## src/source/eeprom_pkg.sv

```systemverilog
`default_nettype none

package eeprom_pkg;

    localparam int ADDR_W = 11;
    localparam int DATA_W = 8;

    typedef logic [ADDR_W-1:0] eeprom_addr_t;
    typedef logic [DATA_W-1:0] data_byte_t;

    localparam logic [3:0] DEVICE_TYPE = 4'b1010;   // leads every control byte
    localparam logic RW_WRITE = 1'b0;
    localparam logic RW_READ  = 1'b1;

    // one scl period in CLK cycles
    localparam int PHASES_PER_BIT = 4;
    localparam int PHASE_W = $clog2(PHASES_PER_BIT);

    typedef logic [PHASE_W-1:0] phase_t;

    localparam phase_t PH_DRIVE = phase_t'(0);                  // scl low, sda updated
    localparam phase_t PH_RISE  = phase_t'(PHASES_PER_BIT / 2); // scl high, sda sampled
    localparam phase_t PH_LAST  = phase_t'(PHASES_PER_BIT - 1);

    // 8 data bits plus the acknowledge slot
    typedef logic [$clog2(DATA_W+1)-1:0] bit_idx_t;

    localparam bit_idx_t ACK_BIT = bit_idx_t'(DATA_W);

    typedef enum logic [1:0] {
        op_start,
        op_stop,
        op_write_byte,
        op_read_byte
    } bit_op_t;

    typedef struct packed {
        bit_op_t    op;
        data_byte_t data;   // unused for start and stop
    } bit_cmd_t;

    typedef enum logic [3:0] {
        st_idle,
        st_start,
        st_ctrl_write,
        st_addr_write,
        st_data_write,
        st_restart,
        st_ctrl_read,
        st_data_read,
        st_stop,
        st_done
    } txn_state_t;

endpackage

`default_nettype wire

```

## src/source/eeprom_master.sv

```systemverilog
`timescale 1ns/1ps
`default_nettype none

module eeprom_master
    import eeprom_pkg::*;
(
    input  logic         CLK,
    input  logic         RESET,
    input  logic         wr,
    input  logic         rd,
    input  eeprom_addr_t addr,
    input  data_byte_t   wr_data,
    input  logic         sda_in,
    output logic         done,
    output data_byte_t   rd_data,
    output logic         scl,
    output logic         sda_out
);

    bit_cmd_t   cmd;
    logic       cmd_valid;
    logic       cmd_done;
    data_byte_t rx_byte;

    eeprom_txn_sequencer i_seq (
        .CLK       (CLK),
        .RESET     (RESET),
        .wr        (wr),
        .rd        (rd),
        .addr      (addr),
        .wr_data   (wr_data),
        .cmd_done  (cmd_done),
        .rx_byte   (rx_byte),
        .cmd       (cmd),
        .cmd_valid (cmd_valid),
        .done      (done),
        .rd_data   (rd_data)
    );

    // bus side, sda resolved outside as open drain
    serial_bit_engine i_engine (
        .CLK       (CLK),
        .RESET     (RESET),
        .cmd       (cmd),
        .cmd_valid (cmd_valid),
        .sda_in    (sda_in),
        .cmd_done  (cmd_done),
        .rx_byte   (rx_byte),
        .scl       (scl),
        .sda_out   (sda_out)
    );

endmodule

`default_nettype wire

```

## src/source/eeprom_txn_sequencer.sv

```systemverilog
`timescale 1ns/1ps
`default_nettype none

module eeprom_txn_sequencer
    import eeprom_pkg::*;
(
    input  logic         CLK,
    input  logic         RESET,
    input  logic         wr,
    input  logic         rd,
    input  eeprom_addr_t addr,
    input  data_byte_t   wr_data,
    input  logic         cmd_done,
    input  data_byte_t   rx_byte,
    output bit_cmd_t     cmd,
    output logic         cmd_valid,
    output logic         done,
    output data_byte_t   rd_data
);

    txn_state_t   state;
    txn_state_t   next_state;
    logic         is_read;
    eeprom_addr_t addr_q;
    data_byte_t   data_q;

    assign done = (state == st_done);

    // order of commands, read branch turns off after the address byte
    always_comb
    begin
        case (state)
            st_start:      next_state = st_ctrl_write;
            st_ctrl_write: next_state = st_addr_write;
            st_addr_write: next_state = is_read ? st_restart : st_data_write;
            st_data_write: next_state = st_stop;
            st_restart:    next_state = st_ctrl_read;
            st_ctrl_read:  next_state = st_data_read;
            st_data_read:  next_state = st_stop;
            st_stop:       next_state = st_done;
            default:       next_state = st_idle;
        endcase
    end

    always_comb
    begin
        cmd.op   = op_stop;
        cmd.data = '0;
        case (state)
            st_start, st_restart:
            begin
                cmd.op = op_start;
            end
            st_ctrl_write:
            begin
                cmd.op   = op_write_byte;
                cmd.data = {DEVICE_TYPE, addr_q[ADDR_W-1:DATA_W], RW_WRITE};
            end
            st_addr_write:
            begin
                cmd.op   = op_write_byte;
                cmd.data = addr_q[DATA_W-1:0];
            end
            st_data_write:
            begin
                cmd.op   = op_write_byte;
                cmd.data = data_q;
            end
            st_ctrl_read:
            begin
                cmd.op   = op_write_byte;
                cmd.data = {DEVICE_TYPE, addr_q[ADDR_W-1:DATA_W], RW_READ};
            end
            st_data_read:
            begin
                cmd.op = op_read_byte;
            end
            default:
            begin
                cmd.op = op_stop;   // st_stop, and idle where cmd_valid is low
            end
        endcase
    end

    always_ff @(posedge CLK)
    begin
        if (RESET)
        begin
            state     <= st_idle;
            is_read   <= 1'b0;
            cmd_valid <= 1'b0;
            rd_data   <= '0;
        end
        else
        begin
            cmd_valid <= 1'b0;
            case (state)
                st_idle:
                begin
                    if (wr || rd)
                    begin
                        is_read   <= !wr;   // wr wins a tie
                        state     <= st_start;
                        cmd_valid <= 1'b1;
                    end
                end
                st_done:
                begin
                    state <= st_idle;
                end
                default:
                begin
                    // one command in flight, next goes out the cycle after
                    if (cmd_done)
                    begin
                        state     <= next_state;
                        cmd_valid <= (next_state != st_done);
                    end
                end
            endcase
            if ((state == st_data_read) && cmd_done)
            begin
                rd_data <= rx_byte;
            end
        end
    end

    always_ff @(posedge CLK)
    begin
        if ((state == st_idle) && (wr || rd))
        begin
            addr_q <= addr;
            data_q <= wr_data;
        end
    end

endmodule

`default_nettype wire

```

## src/source/serial_bit_engine.sv

```systemverilog
`timescale 1ns/1ps
`default_nettype none

module serial_bit_engine
    import eeprom_pkg::*;
(
    input  logic       CLK,
    input  logic       RESET,
    input  bit_cmd_t   cmd,
    input  logic       cmd_valid,
    input  logic       sda_in,
    output logic       cmd_done,
    output data_byte_t rx_byte,
    output logic       scl,
    output logic       sda_out
);

    bit_op_t    op_q;
    logic       busy;
    phase_t     phase;
    bit_idx_t   bit_cnt;
    data_byte_t shift_q;   // outgoing bits leave at the top, incoming enter at the bottom
    logic       is_cond;   // start or stop
    logic       last_bit;
    logic       bit_level;

    assign is_cond = (op_q == op_start) || (op_q == op_stop);

    // start and stop take a single bit period
    assign last_bit = is_cond || (bit_cnt == ACK_BIT);

    assign cmd_done = busy && (phase == PH_LAST) && last_bit;

    // scl idles high, low for the first half of every bit
    assign scl = !busy || phase[PHASE_W-1];

    assign rx_byte = shift_q;

    // level put on sda in the low half of the current bit
    always_comb
    begin
        case (op_q)
            op_start:
            begin
                bit_level = 1'b1;
            end
            op_stop:
            begin
                bit_level = 1'b0;
            end
            op_write_byte:
            begin
                if (bit_cnt == ACK_BIT)
                begin
                    bit_level = 1'b1;   // release for slave ack
                end
                else
                begin
                    bit_level = shift_q[DATA_W-1];
                end
            end
            default:
            begin
                bit_level = 1'b1;   // released while reading, then nack
            end
        endcase
    end

    always_ff @(posedge CLK)
    begin
        if (RESET)
        begin
            busy    <= 1'b0;
            op_q    <= op_stop;
            phase   <= PH_DRIVE;
            bit_cnt <= '0;
            sda_out <= 1'b1;
        end
        else if (!busy)
        begin
            if (cmd_valid)
            begin
                busy    <= 1'b1;
                op_q    <= cmd.op;
                phase   <= PH_DRIVE;
                bit_cnt <= '0;
            end
        end
        else
        begin
            phase <= phase + 1'b1;   // wraps back to PH_DRIVE
            if (phase == PH_DRIVE)
            begin
                sda_out <= bit_level;
            end
            // start and stop flip sda while scl is high
            if ((phase == PH_RISE) && is_cond)
            begin
                sda_out <= !bit_level;
            end
            if (phase == PH_LAST)
            begin
                if (last_bit)
                begin
                    busy <= 1'b0;
                end
                else
                begin
                    bit_cnt <= bit_cnt + 1'b1;
                end
            end
        end
    end

    always_ff @(posedge CLK)
    begin
        if (cmd_valid && !busy)
        begin
            shift_q <= cmd.data;
        end
        else if (busy && !is_cond && (phase == PH_RISE) && (bit_cnt < ACK_BIT))
        begin
            shift_q <= {shift_q[DATA_W-2:0], sda_in};   // sample at scl high
        end
    end

endmodule

`default_nettype wire

```

## config.mk

```make
export PLATFORM = sky130hd
export DESIGN_NAME = eeprom_master
export DESIGN_NICKNAME = d
export VERILOG_FILES = /design/src/source/eeprom_pkg.sv /design/src/source/eeprom_master.sv /design/src/source/eeprom_txn_sequencer.sv /design/src/source/serial_bit_engine.sv
export SDC_FILE = /design/constraint.sdc
export NUM_CORES = 1
export LEC_CHECK = 0
export ABC_AREA = 1
export BUFFER_PORTS_ARGS = -buffer_cell sky130_fd_sc_hd__buf_2
export CAP_MARGIN = 20
export CORE_MARGIN = 2
export CORE_UTILIZATION = 46
export DETAILED_ROUTE_END_ITERATION = 16
export MAX_ROUTING_LAYER = met4
export PLACE_DENSITY = 0.67
export SYNTH_ARGS = -nofsm -noshare
export SYNTH_HDL_FRONTEND = slang
export SYNTH_SLANG_ARGS = --single-unit
```

## constraint.sdc

```tcl
create_clock -name CLK -period 2 [get_ports CLK]
set_input_delay 0.1 -clock CLK [delete_from_list [all_inputs] [get_ports CLK]]
set_output_delay 0.1 -clock CLK [all_outputs]
set_load 0.02 [all_outputs]
```

# --- Word level (Yosys, flattened, before mapping) ---
# Cells that the tools add are included.
classes:
  add_sub_neg: 2
  multipliers: 0
  n_div: 0
  magnitude_cmp: 1
  n_eq_ne: 18
  shift: 0
  mux: 26
  n_bitwise: 1
  n_reduce_logical: 32
ops:
  columns: ["operator", "count"]
  rows:
  - ["8-bit one-hot mux with 4 select lines", 1]
  - ["4-bit one-hot mux with 7 select lines", 1]
  - ["4-bit 2-to-1 mux", 6]
  - ["4-bit by 3-bit equality test with 1-bit output, second input constant", 4]
  - ["8-bit 2-to-1 mux", 2]
  - ["4-bit equality test, second input constant", 3]
  - ["1-bit 2-to-1 mux", 10]
  - ["1-bit logical AND", 9]
  - ["4-bit by 2-bit equality test with 1-bit output, second input constant", 2]
  - ["4-bit one-hot mux with 2 select lines", 1]
  - ["2-bit AND reduction", 4]
  - ["2-bit equality test, second input constant", 3]
  - ["2-bit != test, second input constant", 3]
  - ["2-bit one-hot mux with 3 select lines", 1]
  - ["2-bit nonzero test", 3]
  - ["4-bit by 1-bit adder with 4-bit output, second input constant", 1]
  - ["4-bit by 1-bit equality test with 1-bit output, second input constant", 1]
  - ["1-bit zero test", 4]
  - ["2-bit zero test", 2]
  - ["4-bit zero test", 1]
  - ["1-bit logical OR", 4]
  - ["4-bit less-than comparator, second input constant", 1]
  - ["2-bit 2-to-1 mux", 2]
  - ["4-bit != test, second input constant", 1]
  - ["8 further kinds", 10]
word_totals:
  reg_bits: 51
  latch_bits: 0
  ram_bits: 0
  romBits: 0
  output_inout_bits: 11
  n_memories: 0

# --- Depth between registers and ports, before layout ---
# Gate-level depths: netlist of run 1.
depth:
  ltp_word: 8
  depth_mapped: 9

# --- Modules after synthesis ---
# A second synthesis of run 1 with hierarchy kept.
unflattened:
  cells_unflattened: 267
  area_unflattened_um2: 2339.7
modules_own_cells:
  columns: ["module", "n_inst", "cells_per_inst", "area_each_um2", "seq_area_each_um2"]
  rows:
  - ["eeprom_txn_sequencer", 1, 146, 1411.4, 850.8]
  - ["serial_bit_engine", 1, 121, 928.4, 440.4]

# --- Worst setup path before layout of run 1 ---
# OpenSTA, ideal clock, no wires.
synth_path:
  path_type: "reg-to-reg"
  from: "register i_engine.phase[0]"
  to: "register i_engine.shift_q[0] (netlist: i_engine.rx_byte[0]), enable pin"
  arrival_ns: 1.280
  t_required_ns: 1.616
  path_slack_ns: 0.336
  path_stages_with_launch: 5
  n_path_buf: 0
  period_less_slack_ns: 1.664
  cell_sequence: "dfxtp_1 > inv_1 > ha_1 > nand3_1 > o21ai_0"
synth_via:
  elab_chain_len: 4
synth_lines:
  columns: ["element", "line_no", "source"]
  rows:
  - ["start: declaration", "serial_bit_engine.sv:20", "phase_t phase;"]
  - ["start signal: assignment", "serial_bit_engine.sv:91", "phase <= phase + 1'b1;"]
  - ["2-bit equality test", "serial_bit_engine.sv:121", "else if (busy && !is_cond && (phase == PH_RISE) && (bit_cnt < ACK_BIT))"]
  - ["1-bit logical AND (2 in series)", "serial_bit_engine.sv:121", null]
  - ["2-bit nonzero test (no line)", null, null]
  - ["end signal: assignment", "serial_bit_engine.sv:119", "shift_q <= cmd.data;"]
  - ["end signal: assignment", "serial_bit_engine.sv:123", "shift_q <= {shift_q[DATA_W-2:0], sda_in};"]
  - ["end: declaration", "serial_bit_engine.sv:22", "data_byte_t shift_q;"]
# No other way between the ends.
# A chain may end at the register's enable or synchronous reset.

# --- Worst setup path in the final report of run 1 ---
layout_path:
  from: "register i_engine.busy"
  to: "register i_engine.shift_q[4] (netlist: i_engine.rx_byte[4]) (data pin)"
layout_via:
  elab_chain_len: 3
layout_lines:
  columns: ["element", "line_no", "source"]
  rows:
  - ["start: declaration", "serial_bit_engine.sv:19", "logic busy;"]
  - ["start signal: assignment", "serial_bit_engine.sv:73", "busy <= 1'b0;"]
  - ["start signal: assignment", "serial_bit_engine.sv:83", "busy <= 1'b1;"]
  - ["start signal: assignment", "serial_bit_engine.sv:105", "busy <= 1'b0;"]
  - ["1-bit zero test", "serial_bit_engine.sv:117", "if (cmd_valid && !busy)"]
  - ["1-bit logical AND", "serial_bit_engine.sv:117", null]
  - ["8-bit 2-to-1 mux", "serial_bit_engine.sv:117", null]
# No other way between the ends.

==> results of run 1 <==
[stage by stage]
stage / total power, mW / std cells
after global routing: 2.47 / 390
final: 2.35 / 390
after detailed placement: 1.62 / 363
after CTS: 2.37 / 390
after global placement: 1.62 / 363
after floorplan: 1.53 / 265
[final cells by class]
class / count / area, µm²
clock buffers: 5 / 68.8
clock inverters: 3 / 47.5
fillers: 439 / 1920
inverters: 26 / 97.6
multi-input cells: 183 / 867
flip-flops and latches: 51 / 1290
well taps: 67 / 83.8
repair buffers: 55 / 375
[path summary, 6_finish.rpt]
kind                                                 endpoint  slack [ns]                       start
worst min register to register     i_seq.is_read$_SDFFE_PP0P_        0.47  i_seq.is_read$_SDFFE_PP0P_
worst max-delay path            i_engine.rx_byte[4]$_DFFE_PP_        0.46    i_engine.busy$_SDFF_PP0_
worst max register to register  i_engine.rx_byte[4]$_DFFE_PP_        0.46    i_engine.busy$_SDFF_PP0_
worst min-delay path               i_seq.is_read$_SDFFE_PP0P_        0.06                          wr
[placed cells by master (no fill, tap or decap), types with 11 or more instances in the layout]
cell           instances
a21oi_1               15
buf_2                 34
dfxtp_1               24
dlygate4sd3_1         19
edfxtp_1              27
inv_1                 22
nand2_1               82
nand3_1               19
nor2_1                31
o21ai_0               11
[synthesized netlist by cell type (2+ instances only)]
cell      count  area share
a21oi_1      15       0.033
o21ai_0      11       0.024
edfxtp_1     27        0.36
nor2_1       31       0.051
o211ai_1      2      0.0066
nand2_2       4       0.011
nor3_1        3      0.0066
nand3_2       3       0.013
nand3_1      19       0.042
nor2_2        2      0.0055
buf_2         2      0.0044
nor2_4        3       0.015
inv_2         4      0.0066
inv_1        22       0.036
ha_1          5       0.027
dfxtp_1      24        0.21
nand2_1      82        0.13
[flip-flops by register name, summed over array words and instances, names as in the netlist, 2 cells and up]
name and cells:
i_engine.bit_cnt 4, i_engine.op_q 2, i_engine.phase 2, i_engine.rx_byte 8, i_seq.addr_q 11, i_seq.data_q 8
i_seq.rd_data 8, i_seq.state 4
[repair_timing]
| action | 4_1_cts | 5_1_grt |
|---|---|---|
| endpoints found under the hold margin | 19 | 0 |
| hold buffers | 19 | 0 |
| endpoints found under the setup margin | 0 | 0 |
[cell families after synthesis]
group                    Yosys count  synth area share
adder cells (fa/ha/maj)            5            0.0274
AND/OR/NAND/NOR                  148             0.283
buffers and inverters             31            0.0543
flip-flops                        51             0.566
AO/OA/AOI/OAI                     30            0.0696
[per-layer routing]
layer	share of wire	up-vias	wire length (µm)
met5	0	-	0
met1	0.49	765	2160
met4	0.010	0	45
met2	0.46	36	2030
li1	-	974	-
met3	0.032	6	139
[power by group through the flow]
stage                     Clock [mW]  Sequential [mW]  Combinational (mW)
after CTS                      0.744             1.28               0.347
after detailed placement           0             1.30               0.317
after floorplan                    0             1.29               0.234
final                          0.727             1.28               0.345
after global routing           0.788             1.29               0.392
after global placement             0             1.30               0.312
[tightest hold or removal path, cell delays in order]
cell and delay (ns):
buf_2 0.07, inv_1 0.04, nand2_1 0.06, a21oi_1 0.05
==> impl_metrics.py, run 1 <==
metrics = {
    "run_status": {
        "outcome": "completed",
    },
    "timing": {
        "tns_ns": 0,
        "post-route-period-util": 0.770,
        "fmax_mhz": 650,
        "setup_ws_ns": 0.461,
        "worstMarginPinSlew_ns": 0.403,
        "fin_crit_ns": 1.54,
        "hold_viol": 0,
        "rsz0062_at_grt": "no",
        "finalSetupViolations": 0,
        "maxSlewViolCount": 0,
        "fin_skew_ns": 0.00838,
        "slew_headroom": 0.730,
        "whs_ns": 0.0592,
    },
    "synthesis": {
        "synth_seq_area_share": 0.566,
        "synthesis.nets": 294,
        "netlist_instances": 265,
        "synth.avg_cell_area_um2": 8.61,
        "synth_ff_type": "edfxtp_1",
        "synthArstFlopShare": 0,
        "synth_edf_count": 27,
        "syn_area_um2": 2280,
        "ys_types": 23,
        "ys_seq_elements": 51,
        "ys_warn_count": 0,
    },
    "clock_tree": {
        "postCtsSetupBuffers": 0,
        "root_buffer": "clkbuf_8",
        "ctsResizeCount": 0,
        "cts_max_level": 2,
        "numCtsBuffers": 5,
        "cts_buffer_depth": 2,
        "clk_latency_ns": 0.31,
        "clk_pin_slew_ns": 0.09,
        "cts.sinks": 51,
        "cts_tree": "done",
    },
    "worst_setup_path": {
        "reg2reg_depth": 5,
        "cp.depth": 5,
        "cp_cell_sequence": "inv_1 -> nand2_1 -> inv_1 -> nand2_1 -> nand2_1",
        "critPathMaxStageDelay_ns": 0.44,
        "crit_family": "simple AND/OR/NAND/NOR gates",
        "crit_slowest_cell": "dfxtp_1",
        "cp_num_buf_inv": 2,
        "worstPathMaxFanout": 13,
        "arrival_ns": 1.61,
        "crit_type": "reg -> reg",
        "worst_path_most_repeated_cell": "nand2_1",
        "cp-end-kind": "flip-flop",
        "cp.required_ns": 2.07,
        "cp-start-kind": "flip-flop",
    },
    "placement": {
        "io_buffers": 34,
        "dp_hpwl_um": 3020,
        "pre_cts_slack_ns": 0.428,
        "place_congestion": 0.887,
        "placed_area_um2": 2520,
    },
    "grt": {
        "grt_pass1_wl_um": 7200,
        "grt_use_met2": 0.275,
        "antenna_found_initial": 0,
        "track_usage": 0.178,
        "use_met1": 0.229,
        "grt_remaining_overflow": 0,
        "grt_max_degree": 21,
        "grt_pass1_vias": 1652,
        "grt.met3_usage": 0.0366,
        "top_usage_layer": "met2",
    },
    "drt": {
        "post-route-drc-count": 0,
        "vias_per_cell": 4.57,
        "drt_wl_total_um": 4380,
        "post_drt_wl_per_cell_um": 11.2,
        "dr_total_vias": 1781,
        "drtPass1Iterations": 4,
        "drt_iter0_markers": 102,
        "detail-route-antenna-nets": 0,
    },
    "power": {
        "clkPwrFrac": 0.309,
        "power.leakage_nw": 1.27,
        "peakVddDrop_uv": 495,
        "switching_share": 0.262,
        "pwr-share-seq": 0.544,
        "pwr-share-comb": 0.147,
        "p_switching_mw": 0.616,
        "p_per_area_nw_per_um2": 830,
        "intPower_mw": 1.74,
    },
    "final_layout": {
        "area_growth_pct": 24.1,
        "fin_util": 0.596,
        "layout-drive-gt1-share": 0.189,
        "nNetsFinal": 351,
        "antenna_cells": 0,
        "fin_area_um2": 2830,
    },
    "die": {
        "die_h_um": 74.4,
        "start_util": 0.480,
        "pin_count": 35,
        "core_area_um2": 4750,
        "die_w_um": 74.4,
        "rows": 25,
        "dieArea_um2": 5540,
    },
    "worst_hold_path": {
        "worstHoldPathType": "in -> reg",
        "hold_path_depth": 4,
    },
    "flow_run": {
        "drv_cap": 0,
    },
}
(Power assumes the default switching activity.)
==> run 2: changes to the inputs <==
--- a/config.mk
+++ b/config.mk
@@ -5,14 +5,14 @@
 export SDC_FILE = /design/constraint.sdc
 export NUM_CORES = 1
 export LEC_CHECK = 0
-export ABC_AREA = 1
+export ABC_AREA = 0
 export BUFFER_PORTS_ARGS = -buffer_cell sky130_fd_sc_hd__buf_2
 export CAP_MARGIN = 20
 export CORE_MARGIN = 2
 export CORE_UTILIZATION = 46
 export DETAILED_ROUTE_END_ITERATION = 16
 export MAX_ROUTING_LAYER = met4
-export PLACE_DENSITY = 0.67
+export PLACE_DENSITY = 0.69
 export SYNTH_ARGS = -nofsm -noshare
 export SYNTH_HDL_FRONTEND = slang
 export SYNTH_SLANG_ARGS = --single-unit
==> constraint.sdc (replaced) <==
create_clock -name CLK -period 1.25 [get_ports CLK]
set_input_delay 0.0625 -clock CLK [delete_from_list [all_inputs] [get_ports CLK]]
set_output_delay 0.0625 -clock CLK [all_outputs]
set_load 0.02 [all_outputs]
==> impl_metrics.py, run 2 <==
metrics = {
    "final_layout": {
        "antenna_cells": 0,
        "fin_util": 0.806,
        "seq_area_um2": 1310,
        "multi_input_area_um2": 1190,
        "nFillCells": 259,
        "layout_common_cells": "buf_4, buf_2, edfxtp_1",
        "nNetsFinal": 369,
        "area_growth_pct": 65.8,
        "layout-drive-gt1-share": 0.540,
        "final_common_cell": "buf_4",
        "largest_reg_flops": 11,
        "top_register": "i_seq.addr_q",
    },
    "drt": {
        "post_drt_wl_per_cell_um": 17.5,
        "vias_per_cell": 5.32,
        "dr_total_vias": 2169,
        "drtPass1Iterations": 4,
        "drt_iter0_markers": 186,
        "drt_wl_total_um": 7140,
        "post-route-drc-count": 0,
        "detail-route-antenna-nets": 0,
    },
    "worst_setup_path": {
        "critPathLaunch": "i_engine.bit_cnt[0]$_SDFFE_PP0P_",
        "cp_num_buf_inv": 4,
        "cp.required_ns": 1.43,
        "cp_cell_sequence": "inv_2 -> ha_4 -> nand3b_4 -> buf_4 -> buf_6 -> a21oi_2 -> buf_6 -> mux2i_1 -> a21oi_1",
        "arrival_ns": 1.80,
        "cp-end-kind": "flip-flop",
        "crit_slowest_cell": "dfxtp_2",
        "r2r_start": "i_engine.bit_cnt[0]$_SDFFE_PP0P_",
        "critPathMaxStageDelay_ns": 0.34,
        "crit_family": "buffers and inverters",
        "crit_type": "reg -> reg",
        "worst_path_most_repeated_cell": "buf_6",
        "worstPathMaxFanout": 5,
        "cp-start-kind": "flip-flop",
    },
    "placement": {
        "io_buffers": 34,
        "place_congestion": 0.839,
        "dp_hpwl_um": 3640,
        "pre_cts_slack_ns": -0.341,
    },
    "clock_tree": {
        "cts.sinks": 51,
        "root_buffer": "clkbuf_8",
        "cts_buffer_depth": 2,
        "numCtsBuffers": 5,
        "clk_pin_slew_ns": 0.10,
        "cts_max_level": 2,
        "clk_latency_ns": 0.31,
        "cts_tree": "done",
    },
    "timing": {
        "hold_viol": 0,
        "post-route-period-util": 1.29,
        "maxSlewViolCount": 0,
        "finalSetupViolations": 54,
        "fin_skew_ns": 0.00589,
        "rsz0062_at_grt": "yes",
        "setup_ws_ns": -0.368,
        "worstMarginPinSlew_ns": 0.483,
        "fin_crit_ns": 1.62,
        "slew_headroom": 0.678,
        "fmax_mhz": 618,
    },
    "worst_hold_path": {
        "worstHoldStart": "sda_in",
        "worstHoldPathType": "in -> reg",
    },
    "run_status": {
        "violations": "negative setup slack",
        "outcome": "finished with violations",
    },
    "synthesis": {
        "synth_top_area_cell": "edfxtp_1",
        "ys_types": 46,
        "yosysMostFrequentCell": "edfxtp_1",
        "synth_top_area_frac": 0.348,
        "ys_warn_count": 0,
        "synth_edf_count": 27,
        "ys_seq_elements": 51,
        "synth.avg_cell_area_um2": 10.8,
        "synth_area_leaders": "edfxtp_1, dfxtp_1, mux2i_1",
        "synthesis.nets": 245,
        "synth_ff_type": "edfxtp_1",
        "netlist_top_cells_count": "edfxtp_1, nor2_1, dfxtp_1, nand2_1, a21oi_1",
        "synthArstFlopShare": 0,
        "netlist_instances": 216,
        "syn_area_um2": 2330,
        "synth_seq_area_share": 0.555,
    },
    "grt": {
        "antenna_found_initial": 0,
        "grt_max_degree": 25,
        "grt_remaining_overflow": 0,
        "grt_pass1_wl_um": 10700,
        "grt_pass1_vias": 2252,
        "track_usage": 0.263,
    },
    "die": {
        "core_area_um2": 4790,
        "die_w_um": 75.1,
        "start_util": 0.486,
        "die_h_um": 75.1,
        "pin_count": 35,
        "rows": 25,
        "dieArea_um2": 5640,
    },
    "power": {
        "finalPower_mw": 4.17,
        "p_per_area_nw_per_um2": 1080,
        "power.leakage_nw": 1.57,
        "peakVddDrop_uv": 729,
    },
    "flow_run": {
        "drv_cap": 0,
    },
}
[run 2: cell types whose count changed after synthesis, moves of 6 or more]
cell,before,now
nand2_1,82,16
nand3_1,19,4
inv_1,22,9
mux2i_1,0,11
nor2_1,31,25
nor3_1,3,9
[run 2: metrics by stage]
| step | instances | setup TNS (ns) | area [µm²] | hold slack (ns) |
|---|---|---|---|---|
| after CTS | 401 | -10.14 | 3730 | 0.0490 |
| after global placement | 348 | -8.03 | 2950 | 0.239 |
| after floorplan | 216 | -6.41 | 2400 | 0.134 |
| final | 408 | -12.00 | 3860 | 0.0518 |
| after global routing | 408 | -14.80 | 3860 | 0.0503 |
| after detailed placement | 348 | -9.30 | 2950 | 0.241 |
[run 2: layout make-up]
class	count	area share
flip-flops and latches	51	0.340
multi-input cells	142	0.307
repair buffers	130	0.289
well taps	67	0.0217
clock buffers	5	0.0178
clock inverters	3	0.0123
inverters	10	0.0117
[run 2: worst register-to-register path, cell delays in order (launching register included)]
cell and delay, ns:
dfxtp_2 0.34, inv_2 0.07, ha_4 0.13, nand3b_4 0.11, buf_4 0.16, buf_6 0.11, a21oi_2 0.16, buf_6 0.14
mux2i_1 0.19, a21oi_1 0.09
[run 2: power by group]
group	switching, mW	internal, mW	leakage [nW]	total [mW]
Sequential	0.0879	1.92	0.460	2.01
Combinational	0.439	0.528	1.05	0.967
Clock	0.584	0.607	0.0587	1.19
Total	1.11	3.06	1.57	4.17
[run 2: worst paths after layout]
path | cells past startpoint | slack, ns | end
min reg2reg | 2 | 0.50 | i_seq.rd_data[6]$_SDFFE_PP0P_
max reg2reg | 9 | -0.37 | i_seq.state[2]$_SDFFE_PP0P_
min | 3 | 0.05 | i_engine.rx_byte[0]$_DFFE_PP_
max | 9 | -0.37 | i_seq.state[2]$_SDFFE_PP0P_
[run 2: timing repair]
item,4_1_cts,5_1_grt
endpoints found under the setup margin,55,58
hold buffers,20,0
buffers inserted,21,10
pin swaps,19,12
gates resized for setup,59,28
hold endpoints to repair,20,0
gates cloned,4,1
[run 2: logic make-up after synthesis]
logic type	count (synthesis)	synth area share
DFF	51	0.555
xor gates and xnor gates	2	0.00753
and+or+nand+nor	77	0.177
adders and majority gates	5	0.0269
AOI/OAI and AO/OA	47	0.140
muxes	11	0.0473
buffers and inverters	23	0.0468
[run 2: routing by layer]
metal | wire length (µm) | up-vias | GRT usage | part of all wire
met2 | 3870 | 82 | 0.471 | 0.54
met4 | 219 | 0 | 0.0955 | 0.031
met1 | 2760 | 1043 | 0.292 | 0.39
met3 | 293 | 21 | 0.0469 | 0.041
met5 | 0 | - | - | 0
li1 | - | 1023 | - | -
==> run 3: changes to the inputs <==
==> constraint.sdc (replaced) <==
create_clock -name CLK -period 1.25 [get_ports CLK]
set_input_delay 0 -clock CLK [delete_from_list [all_inputs] [get_ports CLK]]
set_output_delay 0 -clock CLK [all_outputs]
set_load 0.02 [all_outputs]
==> impl_metrics.py, run 3 (synthesis gave the netlist of run 2 again) <==
metrics = {
    "grt": {
        "track_usage": 0.261,
        "grt_pass1_vias": 2273,
        "antenna_found_initial": 0,
        "grt_pass1_wl_um": 10700,
        "grt_max_degree": 25,
        "grt_remaining_overflow": 0,
    },
    "worst_setup_path": {
        "cp.required_ns": 1.42,
        "crit_type": "reg -> reg",
        "arrival_ns": 1.81,
        "cp-end-kind": "flip-flop",
        "cp-start-kind": "flip-flop",
        "worstPathMaxFanout": 5,
    },
    "final_layout": {
        "final_common_cell": "buf_4",
        "largest_reg_flops": 11,
        "nFillCells": 292,
        "area_growth_pct": 62.7,
        "fin_util": 0.791,
        "layout_common_cells": "buf_4, buf_2, edfxtp_1",
        "layout-drive-gt1-share": 0.524,
        "antenna_cells": 0,
        "nNetsFinal": 364,
        "top_register": "i_seq.addr_q",
        "stdcell_count": 403,
    },
    "die": {
        "dieArea_um2": 5640,
        "rows": 25,
        "start_util": 0.486,
        "pin_count": 35,
        "die_w_um": 75.1,
        "core_area_um2": 4790,
        "die_h_um": 75.1,
    },
    "clock_tree": {
        "root_buffer": "clkbuf_8",
        "clk_latency_ns": 0.30,
        "numCtsBuffers": 5,
        "cts_max_level": 2,
        "cts_tree": "done",
        "clk_pin_slew_ns": 0.10,
        "cts.sinks": 51,
        "cts_buffer_depth": 2,
    },
    "drt": {
        "drtPass1Iterations": 4,
        "dr_total_vias": 2164,
        "post_drt_wl_per_cell_um": 17.2,
        "post-route-drc-count": 0,
        "drt_iter0_markers": 212,
        "detail-route-antenna-nets": 0,
        "vias_per_cell": 5.37,
        "drt_wl_total_um": 6920,
    },
    "run_status": {
        "violations": "negative setup slack",
        "outcome": "finished with violations",
    },
    "timing": {
        "setup_ws_ns": -0.394,
        "fin_crit_ns": 1.64,
        "post-route-period-util": 1.31,
        "slew_headroom": 0.673,
        "fmax_mhz": 608,
        "fin_skew_ns": 0.00650,
        "worstMarginPinSlew_ns": 0.491,
        "tns_ns": -11.67,
        "maxSlewViolCount": 0,
        "rsz0062_at_grt": "yes",
        "finalSetupViolations": 54,
        "hold_viol": 0,
    },
    "flow_run": {
        "drv_cap": 0,
    },
    "power": {
        "intPower_mw": 3.02,
        "power.leakage_nw": 1.53,
        "p_per_area_nw_per_um2": 1080,
        "finalPower_mw": 4.09,
        "p_switching_mw": 1.07,
        "switching_share": 0.261,
        "pwr-share-seq": 0.491,
        "peakVddDrop_uv": 772,
        "pwr-share-comb": 0.223,
        "clkPwrFrac": 0.286,
    },
    "placement": {
        "placedCellCount": 348,
        "place_congestion": 0.839,
        "pre_cts_slack_ns": -0.341,
        "io_buffers": 34,
        "dp_hpwl_um": 3640,
    },
    "worst_hold_path": {
        "worstHoldPathType": "in -> reg",
    },
}
==> run 3: critical path: stages (launching register included) <==
cell and delay (ns):
dfxtp_2 0.34, inv_2 0.07, ha_4 0.13, nand3b_4 0.11, buf_4 0.16, buf_6 0.11, a21oi_2 0.15, buf_6 0.14
mux2i_1 0.21, a21oi_1 0.10
==> run 3: layout make-up <==
cell class | count | area, µm² | share of cell area
Multi-Input combinational cell | 142 | 1180 | 0.312
Clock buffer | 5 | 68.8 | 0.0182
Inverter | 10 | 45.0 | 0.0119
Clock inverter | 3 | 47.5 | 0.0126
Timing Repair Buffer | 125 | 1050 | 0.277
Sequential cell | 51 | 1310 | 0.346
Tap cell | 67 | 83.8 | 0.0221
==> run 3: power by group through the flow <==
stage	Sequential [mW]	Combinational (mW)	Clock (mW)
finish	2.01	0.912	1.17
global route	2.02	0.977	1.27
CTS	1.99	0.932	1.19
detailed placement	2.02	0.547	0
global placement	2.02	0.535	0
floorplan	2.00	0.310	0
==> run 3: what timing repair did <==
action                                  in CTS  in global routing
pin swaps                                   19                 17
resized for setup                           61                 21
cloned                                       4                  0
hold endpoints to repair                    21                  0
hold buffers                                21                  0
endpoints found under the setup margin      55                 58
buffers inserted                            22                  5
==> run 3: through the flow <==
stage | area (µm²) | hold slack [ns]
detailed placement | 2950 | 0.178
CTS | 3750 | 0.0153
finish | 3790 | 0.0262
floorplan | 2400 | 0.0710
global route | 3790 | 0.0145
global placement | 2950 | 0.177
==> run 3: per-layer routing <==
metal | up-vias | track usage | share of wire
li1 | 1009 | - | -
met1 | 1035 | 0.308 | 0.39
met3 | 20 | 0.0428 | 0.054
met2 | 100 | 0.450 | 0.53
met4 | 0 | 0.0955 | 0.025
met5 | - | - | 0
==> run 3: worst paths after layout <==
kind                                                  startpoint                            end  slack, ns  depth (start not counted)
worst min-delay path                                          rd     i_seq.is_read$_SDFFE_PP0P_       0.03                          3
worst max-delay path            i_engine.bit_cnt[0]$_SDFFE_PP0P_    i_seq.state[2]$_SDFFE_PP0P_      -0.39                          9
worst max register to register  i_engine.bit_cnt[0]$_SDFFE_PP0P_    i_seq.state[2]$_SDFFE_PP0P_      -0.39                          9
worst min register to register     i_seq.rd_data[6]$_SDFFE_PP0P_  i_seq.rd_data[6]$_SDFFE_PP0P_       0.50                          2
